<file path="src/include/ifd_cfg.svh">
/*
 * Fetch/decode configuration. Field widths must sum to the instruction word
 * width, and IFD_THREAD_W / IFD_IMEM_ADDR_W must match their counts.
 */
`ifndef IFD_CFG_SVH
`define IFD_CFG_SVH

// ---------------------------------------------------------------------------
// Threading
// ---------------------------------------------------------------------------
`define IFD_THREADS         4
`define IFD_THREAD_W        2
// Thread t starts fetching at t * stride
`define IFD_THREAD_STRIDE   64

// ---------------------------------------------------------------------------
// Shared instruction memory
// ---------------------------------------------------------------------------
`define IFD_IMEM_DEPTH      256
`define IFD_IMEM_ADDR_W     8

// ---------------------------------------------------------------------------
// Instruction fields, most to least significant
// ---------------------------------------------------------------------------
`define IFD_OPCODE_W        4
`define IFD_D_W             12
`define IFD_A_W             10
`define IFD_B_W             10

// ALU control word, top bit selects split addressing
`define IFD_CTRL_W          16
// Split addressing, DA from low half of D, DB from base plus high half
`define IFD_SPLIT_W         6
`define IFD_DB_BASE         12'h800

// Bundles the downstream stage can accept without a ready
`define IFD_CREDITS         4

`endif

</file>
<file path="src/hw/ifd_pkg.sv">
/*
 * Shared types for the fetch/decode front end. Widths come from ifd_cfg.svh.
 */
`default_nettype none

`include "ifd_cfg.svh"

package ifd_pkg;

    // -----------------------------------------------------------------------
    // Instruction word, opcode in the top bits
    // -----------------------------------------------------------------------
    typedef struct packed {
        logic [`IFD_OPCODE_W-1:0] opcode;
        logic [`IFD_D_W-1:0]      d;
        logic [`IFD_A_W-1:0]      a;
        logic [`IFD_B_W-1:0]      b;
    } instr_t;

    // -----------------------------------------------------------------------
    // ALU control word
    // -----------------------------------------------------------------------
    // Split selects the two-address form of D
    // Remaining bits go to the ALU untouched
    typedef struct packed {
        logic                     split;
        logic [`IFD_CTRL_W-2:0]   alu_op;
    } ctrl_t;

    // Hardware thread index
    typedef logic [`IFD_THREAD_W-1:0] thread_t;

    // Word address into the shared instruction memory
    typedef logic [`IFD_IMEM_ADDR_W-1:0] iaddr_t;

endpackage

`default_nettype wire

</file>
<file path="src/hw/thread_sequencer.sv">
/*
 * Round-robin issue with no branches, so each PC just increments and wraps.
 * A request waits on credit and on the arbiter, and retries unchanged.
 */
`timescale 1ns/100ps
`default_nettype none

`include "ifd_cfg.svh"

module thread_sequencer (
    input  wire                 clock,
    input  wire                 rst_n,
    input  wire                 credit_return,
    output logic                fetch_req,
    output ifd_pkg::iaddr_t     fetch_addr,
    output ifd_pkg::thread_t    fetch_thread,
    input  wire                 fetch_grant
);

    // Counter must hold the full credit count
    localparam int CREDIT_W = $clog2(`IFD_CREDITS + 1);

    logic                  run;
    logic [CREDIT_W-1:0]   credits;
    logic                  issue;
    ifd_pkg::thread_t      cur_thread;
    ifd_pkg::thread_t      next_thread;
    ifd_pkg::iaddr_t       pc [`IFD_THREADS];
    ifd_pkg::iaddr_t       next_pc;

    // -----------------------------------------------------------------------
    // Request and issue
    // -----------------------------------------------------------------------
    // Run flag keeps the request low until the first edge out of reset
    always_ff @(posedge clock or negedge rst_n) begin
        if (!rst_n) begin
            run <= 1'b0;
        end else begin
            run <= 1'b1;
        end
    end

    assign fetch_req    = run && (credits != '0);
    // Issue only when the arbiter hands over the port
    assign issue        = fetch_req && fetch_grant;
    assign fetch_addr   = pc[cur_thread];
    assign fetch_thread = cur_thread;

    // -----------------------------------------------------------------------
    // Credit counter
    // -----------------------------------------------------------------------
    // Issue and return together cancel out
    always_ff @(posedge clock or negedge rst_n) begin
        if (!rst_n) begin
            credits <= CREDIT_W'(`IFD_CREDITS);
        end else if (issue && !credit_return) begin
            credits <= credits - 1'b1;
        end else if (!issue && credit_return) begin
            credits <= credits + 1'b1;
        end
    end

    // -----------------------------------------------------------------------
    // Thread pointer and program counters
    // -----------------------------------------------------------------------
    // Wrap at memory depth and at the last thread
    assign next_pc = (fetch_addr == `IFD_IMEM_ADDR_W'(`IFD_IMEM_DEPTH - 1))
                   ? '0 : fetch_addr + 1'b1;
    assign next_thread = (cur_thread == `IFD_THREAD_W'(`IFD_THREADS - 1))
                       ? '0 : cur_thread + 1'b1;

    always_ff @(posedge clock or negedge rst_n) begin
        if (!rst_n) begin
            cur_thread <= '0;
            // Each thread starts in its own stride of the memory
            for (int t = 0; t < `IFD_THREADS; t++) begin
                pc[t] <= `IFD_IMEM_ADDR_W'(t * `IFD_THREAD_STRIDE);
            end
        end else if (issue) begin
            pc[cur_thread] <= next_pc;
            cur_thread     <= next_thread;
        end
        // Not granted, so same thread and PC are offered again
    end

endmodule

`default_nettype wire

</file>
<file path="config.mk">
export PLATFORM = sky130hd
export DESIGN_NAME = thread_sequencer
export DESIGN_NICKNAME = d
export VERILOG_FILES = /design/src/hw/ifd_pkg.sv /design/src/hw/thread_sequencer.sv
export VERILOG_INCLUDE_DIRS = /design/src /design/src/include
export SDC_FILE = /design/constraint.sdc
export NUM_CORES = 1
export LEC_CHECK = 0
export BUFFER_PORTS_ARGS = -buffer_cell sky130_fd_sc_hd__buf_2
export CAP_MARGIN = 30
export CORE_MARGIN = 4
export CORE_UTILIZATION = 29
export CTS_CLUSTER_DIAMETER = 200
export DETAILED_ROUTE_END_ITERATION = 8
export SYNTH_ARGS = -nofsm -noshare
export SYNTH_HDL_FRONTEND = slang
export SYNTH_SLANG_ARGS = --single-unit
</file>
<file path="constraint.sdc">
create_clock -name clock -period 2.4 [get_ports clock]
set_input_delay 0.12 -clock clock [delete_from_list [all_inputs] [get_ports clock]]
set_output_delay 0.12 -clock clock [all_outputs]
set_load 0.01 [all_outputs]
</file>
==> results of run 1 <==
## cells by family after synthesis
kind of cell / Yosys count
flip-flops: 38
other: 1
AO/OA/AOI/OAI: 50
AND/OR/NAND/NOR: 52
multiplexers: 15
buffers and inverters: 18
XOR/XNOR: 5
adder cells (fa/ha/maj): 7
## worst min-delay path by stage
stage,endpoint,from,slack (ps)
after floorplan,credits[0]$_DFFE_PN0P_,rst_n,-180
after global placement,credits[1]$_DFFE_PN0P_,rst_n,280
after detailed placement,credits[0]$_DFFE_PN0P_,rst_n,270
after CTS,credits[0]$_DFFE_PN0P_,credit_return,280
after global routing,credits[0]$_DFFE_PN0P_,credit_return,320
final,credits[0]$_DFFE_PN0P_,credit_return,280
## layout make-up
type,instances,share of cell area (%)
multi-input combinational,130,41.5
sequential,38,40.4
timing repair buffer,29,7.80
tap,96,5.06
clock buffer,7,3.64
inverter,9,1.42
clock inverter,1,0.211
## metrics by stage
stage / setup TNS (ps) / instances / utilization (%)
after CTS: 0 / 310 / 35.0
after detailed placement: 0 / 301 / 33.5
after floorplan: 0 / 186 / -
final: 0 / 310 / 35.0
after global placement: -53.9 / 300 / 33.4
after global routing: 0 / 310 / 35.0
## layer usage
metal / routed length [um] / vias up
met5: 0 / -
met4: 79 / 0
met3: 159 / 9
met2: 2010 / 24
met1: 2210 / 752
li1: - / 748
## power by group
part / leakage, nW / switching (mW) / internal [mW] / total, mW
Clock: 0.0482 / 0.222 / 0.232 / 0.453
Sequential: 0.470 / 0.141 / 0.869 / 1.01
Combinational: 0.500 / 0.725 / 0.561 / 1.29
## repair_timing
item,4_1_cts,5_1_grt
endpoints found under the setup margin,0,0
hold endpoints to repair,33,0
buffers inserted,0,0
hold buffers,1,0
## registers in the layout, indices dropped and copies added, names as in the netlist
name and count:
pc 32, credits 3, run 1, fetch_thread 2
## cell usage after synthesis, drive strengths merged
library cell  count
clkbuf            3
inv               9
xor2              2
nor2             11
nand3             2
mux2i             7
o22a              1
and2              4
dfrtp            33
xnor2             3
a41oi             4
fa                1
o31ai            17
and3              1
o31a              1
nand2b            1
dfstp             5
a41o              1
nand2            28
nor4              1
nor3              1
or4               1
mux4              6
mux2              2
buf               6
o21ai             7
o311a             1
a21boi            4
and4              1
o41ai             5
conb              1
a211oi            1
ha                6
a31oi             8
or3               1
## critical path: cells and delay by family, from the launching register on
kind,cells,cell delay (ps)
AOI/OAI and AO/OA,3,830
and+or+nand+nor,1,70
buffers and inverters,1,160
adders and majority gates,1,200
DFF,1,430
muxes,1,350
## layout by cell type, fill, tap and decap left out, drive strengths merged, types with 7 or more instances in the layout
master,count
inv,9
mux2i,7
o31ai,17
buf,28
nor2,11
nand2,28
a31oi,8
o21ai,7
dfrtp,33
clkbuf,7
==> impl_metrics.env, run 1 <==
export IMPL_netlist_area_leader_share_pct=40.7
export IMPL_setup_slack_ps=210
export IMPL_hold_path_class="input port to flip-flop"
export IMPL_gp_congestion=0.790
export IMPL_grt_max_degree=39
export IMPL_clk_pin_slew_ps=70
export IMPL_slew_headroom_pct=44.2
export IMPL_die_y_um=91.6
export IMPL_ys_types=40
export IMPL_synth_top_family_by_area="compound AO/OA/AOI/OAI gates"
export IMPL_htreeDepth=2
export IMPL_post_cts_resized=0
export IMPL_power_mw=2.75
export IMPL_synth_cells=186
export IMPL_busiest_layer="met2"
export IMPL_synth_warnings=0
export IMPL_nets=224
export IMPL_drive_above_1_share_pct=24.8
export IMPL_ant_nets=0
export IMPL_fmax_mhz=457
export IMPL_port_buffers=14
export IMPL_grt_util_all_layers_pct=11.5
export IMPL_synth_xor_area_share_pct=2.16
export IMPL_syn_avg_cell_area_sq_um=10.9
export IMPL_multiInputGateArea_sq_um=986
export IMPL_grt_pass1_wl_um=7620
export IMPL_postLayoutCellArea_sq_um=2370
export IMPL_end_kind="flip-flop"
export IMPL_dp_hpwl_um=3360
export IMPL_cpMaxStageDelayCell="a211oi_1"
export IMPL_rrSetupSlack_ps=210
export IMPL_grt_use_met2_pct=17.5
export IMPL_rr_endpoint="pc[23]$_DFFE_PN0P_"
export IMPL_synth_area_leaders="dfrtp_1 41%, mux4_2 6.7%, dfstp_2 6.5%"
export IMPL_finalMaxSlewViolations=0
export IMPL_ir_worst_vdd_uv=322
export IMPL_first_pass_iters=4
export IMPL_worstMarginPinSlew_ps=837
export IMPL_numCtsBuffers=5
export IMPL_use_met3_pct=3.07
export IMPL_power_density_nw_per_um2=1160
export IMPL_grt_util_met1_pct=15.5
export IMPL_timing_hold_ws_ps=277
export IMPL_fin_skew_ps=3.37
export IMPL_synth_compound_area_share_pct=18.5
export IMPL_clock_latency_ps=290
export IMPL_critPathArrivalTime_ps=2340
export IMPL_placed_cell_area_sq_um=2270
export IMPL_drv_cap=0
export IMPL_synthesis_nets=197
export IMPL_finalHoldViolations=0
export IMPL_clkSinkCount=38
export IMPL_path_cells="mux4_2, ha_1, nand2_1, o22a_1, buf_4, a211oi_1, o31ai_1"
export IMPL_synth_seq_cells=38
export IMPL_yosys_mux_area_fraction_pct=11.4
export IMPL_area_delta_synth_final_pct=17.2
export IMPL_critPathMaxFanout=6
export IMPL_startpoint_type="flip-flop"
export IMPL_grt_ovfl_total=0
export IMPL_grt_pass1_vias=1505
export IMPL_wirelength_um=4460
export IMPL_synth_adder_area_share_pct=4.69
export IMPL_wl_per_cell_um=14.4
export IMPL_cts_tree="done"
export IMPL_antenna_cells=0
export IMPL_p_leak_nw=1.02
export IMPL_crit_start="fetch_thread[0]$_DFFE_PN0P_"
export IMPL_syn_area_sq_um=2030
export IMPL_ff2ff_path_depth=7
export IMPL_rsz0062_at_grt="false"
export IMPL_cp_endpoint="pc[23]$_DFFE_PN0P_"
export IMPL_core_area_sq_um=6790
export IMPL_drc=0
export IMPL_finalCriticalPeriod_ps=2190
export IMPL_dp_slack_ps=222
export IMPL_status="finished, final reports clean"
export IMPL_seq_area_frac_synth_pct=47.2
export IMPL_antenna_found_initial=0
export IMPL_drt_iter0_drc=126
export IMPL_fillers=701
export IMPL_die_w_um=91.6
export IMPL_required_ps=2550
export IMPL_setup_viol=0
export IMPL_initial_core_util_pct=29.8
export IMPL_worst_setup_path_type="flip-flop to flip-flop"
export IMPL_vias=1533
export IMPL_r2r_start="fetch_thread[0]$_DFFE_PN0P_"
export IMPL_ioPinCount=15
export IMPL_synth_top_area_cell="dfrtp_1"
export IMPL_whs_path_depth=4
export IMPL_period_share_pct=91.2
export IMPL_die_area_sq_um=8390
export IMPL_cp_slowest_stage_delay_ps=470
export IMPL_rows=30
export IMPL_vias_per_cell=4.95
export IMPL_cts_root_buf="clkbuf_8"
export IMPL_final_seq_area_sq_um=958
export IMPL_clockBufferDepth=2
export IMPL_synth_simple_gate_area_share_pct=11.7
Note: power is estimated with default switching activity, not from simulation.
==> run 2, diff against run 1 <==
--- a/config.mk
+++ b/config.mk
@@ -6,12 +6,13 @@
 export SDC_FILE = /design/constraint.sdc
 export NUM_CORES = 1
 export LEC_CHECK = 0
-export BUFFER_PORTS_ARGS = -buffer_cell sky130_fd_sc_hd__buf_2
 export CAP_MARGIN = 30
 export CORE_MARGIN = 4
 export CORE_UTILIZATION = 29
 export CTS_CLUSTER_DIAMETER = 200
 export DETAILED_ROUTE_END_ITERATION = 8
+export DONT_BUFFER_PORTS = 1
+export REMOVE_ABC_BUFFERS = 1
 export SYNTH_ARGS = -nofsm -noshare
 export SYNTH_HDL_FRONTEND = slang
 export SYNTH_SLANG_ARGS = --single-unit
==> run 2 against run 1 <==
Net effect:
- sequential cell count unchanged
- non-clock buffer count decreased by 13
- via count decreased by 4.8%
- cell count decreased by 4.2%
- worst setup slack got worse by 33 ps
- global-route usage increased by 0.74 points
- clock skew increased by 1.7 ps
- critical path depth unchanged
- clock-buffer cell count increased by 1
- register-to-register slack got worse by 30 ps
- total power increased by 1.7%
- hold slack got worse by 110 ps
==> impl_metrics.env, run 2 (same netlist as run 1, synthesis figures left out) <==
export IMPL_worst_setup_path_type="flip-flop to flip-flop"
export IMPL_die_w_um=91.6
export IMPL_vias_per_cell=4.91
export IMPL_setup_viol=0
export IMPL_area_delta_synth_final_pct=16.4
export IMPL_antenna_cells=0
export IMPL_setup_tns_ps=0
export IMPL_final_cell_mix="33 x dfrtp_1, 28 x nand2_1, 16 x o31ai_1, 13 x buf_4, 11 x nor2_1"
export IMPL_timing_hold_ws_ps=169
export IMPL_clockBufferDepth=2
export IMPL_setup_slack_ps=177
export IMPL_stdcell_count=297
export IMPL_ant_nets=0
export IMPL_swShare_pct=39.4
export IMPL_fmax_mhz=450
export IMPL_combinationalPowerShare_pct=45.1
export IMPL_antenna_found_initial=0
export IMPL_port_buffers=0
export IMPL_cts_root_buf="clkbuf_8"
export IMPL_fillers=682
export IMPL_finalMaxSlewViolations=0
export IMPL_drv_cap=0
export IMPL_fin_util_pct=34.7
export IMPL_crit_family="simple AND/OR/NAND/NOR gates"
export IMPL_postCtsSetupRepairBufs=0
export IMPL_postLayoutCellArea_sq_um=2360
export IMPL_startpoint_type="flip-flop"
export IMPL_slew_headroom_pct=65.0
export IMPL_cp_num_buf_inv=1
export IMPL_die_area_sq_um=8390
export IMPL_p_leak_nw=0.981
export IMPL_numCtsBuffers=5
export IMPL_finalCriticalPeriod_ps=2220
export IMPL_vias=1459
export IMPL_htreeDepth=2
export IMPL_required_ps=2610
export IMPL_p_switching_mw=1.10
export IMPL_wl_per_cell_um=15.5
export IMPL_path_cells="mux4_2, ha_1, nand2_1, o22a_1, buf_4, or4_4, a31oi_1"
export IMPL_gp_congestion=0.824
export IMPL_clock_latency_ps=300
export IMPL_grt_max_degree=39
export IMPL_hold_path_class="input port to flip-flop"
export IMPL_multiInputGateArea_sq_um=991
export IMPL_largest_register_ffs=32
export IMPL_power_mw=2.80
export IMPL_internal_power_mw=1.69
export IMPL_critPathArrivalTime_ps=2440
export IMPL_cts_tree="done"
export IMPL_grt_pass1_wl_um=7900
export IMPL_clockPowerShare_pct=18.5
export IMPL_wirelength_um=4610
export IMPL_rsz0062_at_grt="false"
export IMPL_core_area_sq_um=6790
export IMPL_cpMaxStageDelayCell="dfrtp_1"
export IMPL_cp_slowest_stage_delay_ps=450
export IMPL_worstMarginPinSlew_ps=522
export IMPL_drc=0
export IMPL_drive_above_1_share_pct=20.4
export IMPL_drt_iter0_drc=46
export IMPL_dp_cells=287
export IMPL_clkSinkCount=38
export IMPL_fin_skew_ps=5.10
export IMPL_clk_pin_slew_ps=70
export IMPL_end_kind="flip-flop"
export IMPL_die_y_um=91.6
export IMPL_initial_core_util_pct=29.8
export IMPL_layout_commonest_cell="dfrtp_1"
export IMPL_ir_worst_vdd_uv=432
export IMPL_nets=211
export IMPL_power_density_nw_per_um2=1180
export IMPL_rows=30
export IMPL_finalHoldViolations=0
export IMPL_ioPinCount=15
export IMPL_period_share_pct=92.6
export IMPL_final_seq_area_sq_um=957
export IMPL_p_seq_share_pct=36.4
export IMPL_dp_slack_ps=119
export IMPL_dp_hpwl_um=3390
export IMPL_status="finished, final reports clean"
export IMPL_grt_ovfl_total=0
export IMPL_registers_top_by_ff_count="pc"
export IMPL_placed_cell_area_sq_um=2210
export IMPL_first_pass_iters=4
export IMPL_grt_pass1_vias=1533
export IMPL_grt_util_all_layers_pct=12.2
export IMPL_critPathMaxFanout=6
[run 2: cell count changes in the layout (fill, tap and decap cells not counted), sizes merged]
cell,before,now
buf,28,15
clkbuf,7,8
clkinv,1,0
[run 2: final cells by class]
type | count | share of cell area [%]
inverter | 9 | 1.43
multi-input combinational | 130 | 42.0
timing repair buffer | 16 | 6.26
clock buffer | 8 | 4.67
sequential | 38 | 40.6
tap | 96 | 5.09
[run 2: repair_timing]
item	in CTS	in global routing
endpoints found under the hold margin	38	0
hold buffers	2	0
setup endpoints to repair	0	4
resized for setup	0	1
[run 2: layer usage]
layer	part of all wire [%]	vias up	GRT usage (%)
li1	-	711	-
met1	48	722	15.9
met2	44	19	18.0
met3	6.4	7	5.47
met4	1.6	0	4.27
met5	0	-	0
[run 2: worst reg2reg max path: stages, from the launching register on]
cell and delay [ps]:
dfrtp_1 450, mux4_2 380, ha_1 210, nand2_1 70
o22a_1 210, buf_4 170, or4_4 450, a31oi_1 200
[run 2: path summary, 6_finish.rpt]
kind	cells after the start	end	from	slack (ps)
worst max-delay path	7	pc[14]$_DFFE_PN0P_	fetch_thread[0]$_DFFE_PN0P_	180
worst min-delay path	3	credits[0]$_DFFE_PN0P_	credit_return	170
worst max register to register	7	pc[14]$_DFFE_PN0P_	fetch_thread[0]$_DFFE_PN0P_	180
worst min register to register	2	pc[1]$_DFFE_PN0P_	pc[1]$_DFFE_PN0P_	480
max in group asynchronous	2	pc[6]$_DFFE_PN1P_	rst_n	1870
min in group asynchronous	2	credits[0]$_DFFE_PN0P_	rst_n	280
[run 2: power groups by stage]
stage	combinational [mW]	sequential, mW	clock (mW)
4_1_cts	1.28	1.02	0.533
5_1_grt	1.41	1.05	0.567
3_5_place_dp	1.25	1.03	0
2_1_floorplan	0.771	1.04	0
3_3_place_gp	1.23	1.02	0
6_report	1.26	1.02	0.516
==> run 3, diff against run 2 <==
--- a/config.mk
+++ b/config.mk
@@ -7,12 +7,16 @@
 export NUM_CORES = 1
 export LEC_CHECK = 0
 export CAP_MARGIN = 30
+export CELL_PAD_IN_SITES_DETAIL_PLACEMENT = 2
+export CELL_PAD_IN_SITES_GLOBAL_PLACEMENT = 2
 export CORE_MARGIN = 4
 export CORE_UTILIZATION = 29
 export CTS_CLUSTER_DIAMETER = 200
 export DETAILED_ROUTE_END_ITERATION = 8
 export DONT_BUFFER_PORTS = 1
+export PLACE_DENSITY_LB_ADDON = 0.1
 export REMOVE_ABC_BUFFERS = 1
+export SLEW_MARGIN = 25
 export SYNTH_ARGS = -nofsm -noshare
 export SYNTH_HDL_FRONTEND = slang
 export SYNTH_SLANG_ARGS = --single-unit
==> run 3 against run 2 <==
Net effect:
- routed wire length up 24%
- clock skew up 4.7 ps
- total power up 0.94%
- maximum frequency down 0.85%
- worst setup slack worse by 19 ps
- via count up 6.2%
- hold slack better by 23 ps
- core utilization up 0.26 points
==> impl_metrics.env, run 3 (same netlist as run 1, synthesis figures left out) <==
export IMPL_rsz0062_at_grt="false"
export IMPL_cts_tree="done"
export IMPL_largest_register_ffs=32
export IMPL_grt_pass1_wl_um=9430
export IMPL_ant_nets=0
export IMPL_power_density_nw_per_um2=1190
export IMPL_fillers=739
export IMPL_end_kind="flip-flop"
export IMPL_gp_congestion=0.721
export IMPL_antenna_found_initial=0
export IMPL_setup_tns_ps=0
export IMPL_area_delta_synth_final_pct=17.3
export IMPL_nets=213
export IMPL_grt_util_all_layers_pct=14.7
export IMPL_ioPinCount=15
export IMPL_vias=1550
export IMPL_grt_pass1_vias=1740
export IMPL_clk_pin_slew_ps=70
export IMPL_port_buffers=0
export IMPL_initial_core_util_pct=29.8
export IMPL_critPathArrivalTime_ps=2410
export IMPL_die_y_um=91.6
export IMPL_die_w_um=91.6
export IMPL_status="finished, final reports clean"
export IMPL_power_mw=2.82
export IMPL_wirelength_um=5710
export IMPL_first_pass_iters=4
export IMPL_drt_iter0_drc=26
export IMPL_rows=30
export IMPL_worst_setup_path_type="flip-flop to flip-flop"
export IMPL_p_leak_nw=1.00
export IMPL_fin_skew_ps=9.77
export IMPL_postCtsSetupRepairBufs=0
export IMPL_drv_cap=0
export IMPL_critPathMaxFanout=6
export IMPL_final_cell_mix="32 x dfrtp_1, 28 x nand2_1, 16 x o31ai_1, 15 x buf_4, 11 x nor2_1"
export IMPL_drive_above_1_share_pct=21.7
export IMPL_ir_worst_vdd_uv=334
export IMPL_finalMaxSlewViolations=0
export IMPL_r2r_start="fetch_thread[0]$_DFFE_PN0P_"
export IMPL_required_ps=2570
export IMPL_fmax_mhz=446
export IMPL_numCtsBuffers=5
export IMPL_timing_hold_ws_ps=192
export IMPL_die_area_sq_um=8390
export IMPL_finalHoldViolations=0
export IMPL_clkSinkCount=38
export IMPL_hold_path_class="input port to flip-flop"
export IMPL_vias_per_cell=5.18
export IMPL_registers_top_by_ff_count="pc"
export IMPL_layout_commonest_cell="dfrtp_1"
export IMPL_drc=0
export IMPL_dp_hpwl_um=4280
export IMPL_worstMarginPinSlew_ps=663
export IMPL_core_area_sq_um=6790
export IMPL_hold_start="credit_return"
export IMPL_wl_per_cell_um=19.1
export IMPL_slew_headroom_pct=55.5
export IMPL_startpoint_type="flip-flop"
export IMPL_grt_max_degree=39
export IMPL_period_share_pct=93.4
export IMPL_clockBufferDepth=2
export IMPL_antenna_cells=0
export IMPL_crit_start="fetch_thread[0]$_DFFE_PN0P_"
export IMPL_finalCriticalPeriod_ps=2240
export IMPL_setup_viol=0
export IMPL_grt_ovfl_total=0
export IMPL_clock_latency_ps=290
export IMPL_cts_root_buf="clkbuf_8"
export IMPL_htreeDepth=2
run 3: repair_timing:
| action | CTS | global route |
|---|---|---|
| endpoints found under the hold margin | 38 | 0 |
| hold buffers | 2 | 0 |
| gates resized for setup | 0 | 4 |
| endpoints found under the setup margin | 0 | 10 |
run 3: per-layer routing:
| layer | global-route usage [%] | up-vias | share of wire, % |
|---|---|---|---|
| met5 | 0 | - | 0 |
| met4 | 4.77 | 0 | 1.4 |
| met3 | 3.98 | 6 | 5.3 |
| met2 | 25.0 | 23 | 50 |
| met1 | 18.1 | 804 | 43 |
| li1 | - | 717 | - |
run 3: where the power goes:
part	internal, mW	switching, mW	leakage [nW]	total, mW
Combinational	0.552	0.787	0.484	1.34
Clock	0.235	0.227	0.0455	0.462
Sequential	0.870	0.151	0.470	1.02
run 3: critical path, stage by stage, from the launching register on:
cell	delay, ps
dfrtp_2	420
mux4_2	530
ha_1	250
nand2b_1	80
o22a_1	210
buf_4	180
o41ai_2	100
o41ai_1	340
run 3: metrics by stage:
step	instances	util, %	cell area, sq um	worst slack [ps]
2_1_floorplan	177	-	1980	-219
3_3_place_gp	289	32.8	2230	-43.2
5_1_grt	299	35.0	2380	7.85
4_1_cts	299	34.7	2360	75.6
3_5_place_dp	289	32.9	2240	84.1
6_report	299	35.0	2380	158
run 3: worst paths after layout:
path	slack, ps	end	cells after the start
setup / recovery	160	pc[21]$_DFFE_PN0P_	7
hold / removal	190	credits[0]$_DFFE_PN0P_	3
max in group asynchronous	1840	pc[7]$_DFFE_PN1P_	2
min in group asynchronous	300	credits[0]$_DFFE_PN0P_	2
setup reg to reg	160	pc[21]$_DFFE_PN0P_	7
hold reg to reg	490	pc[8]$_DFFE_PN0P_	2
run 3: cell type report:
type	count	area [sq um]	area share, %
Multi-Input combinational cell	130	1010	42.6
Sequential cell	38	958	40.3
Inverter	9	33.8	1.42
Clock buffer	8	90.1	3.79
Tap cell	96	120	5.05
Timing Repair Buffer	18	163	6.84
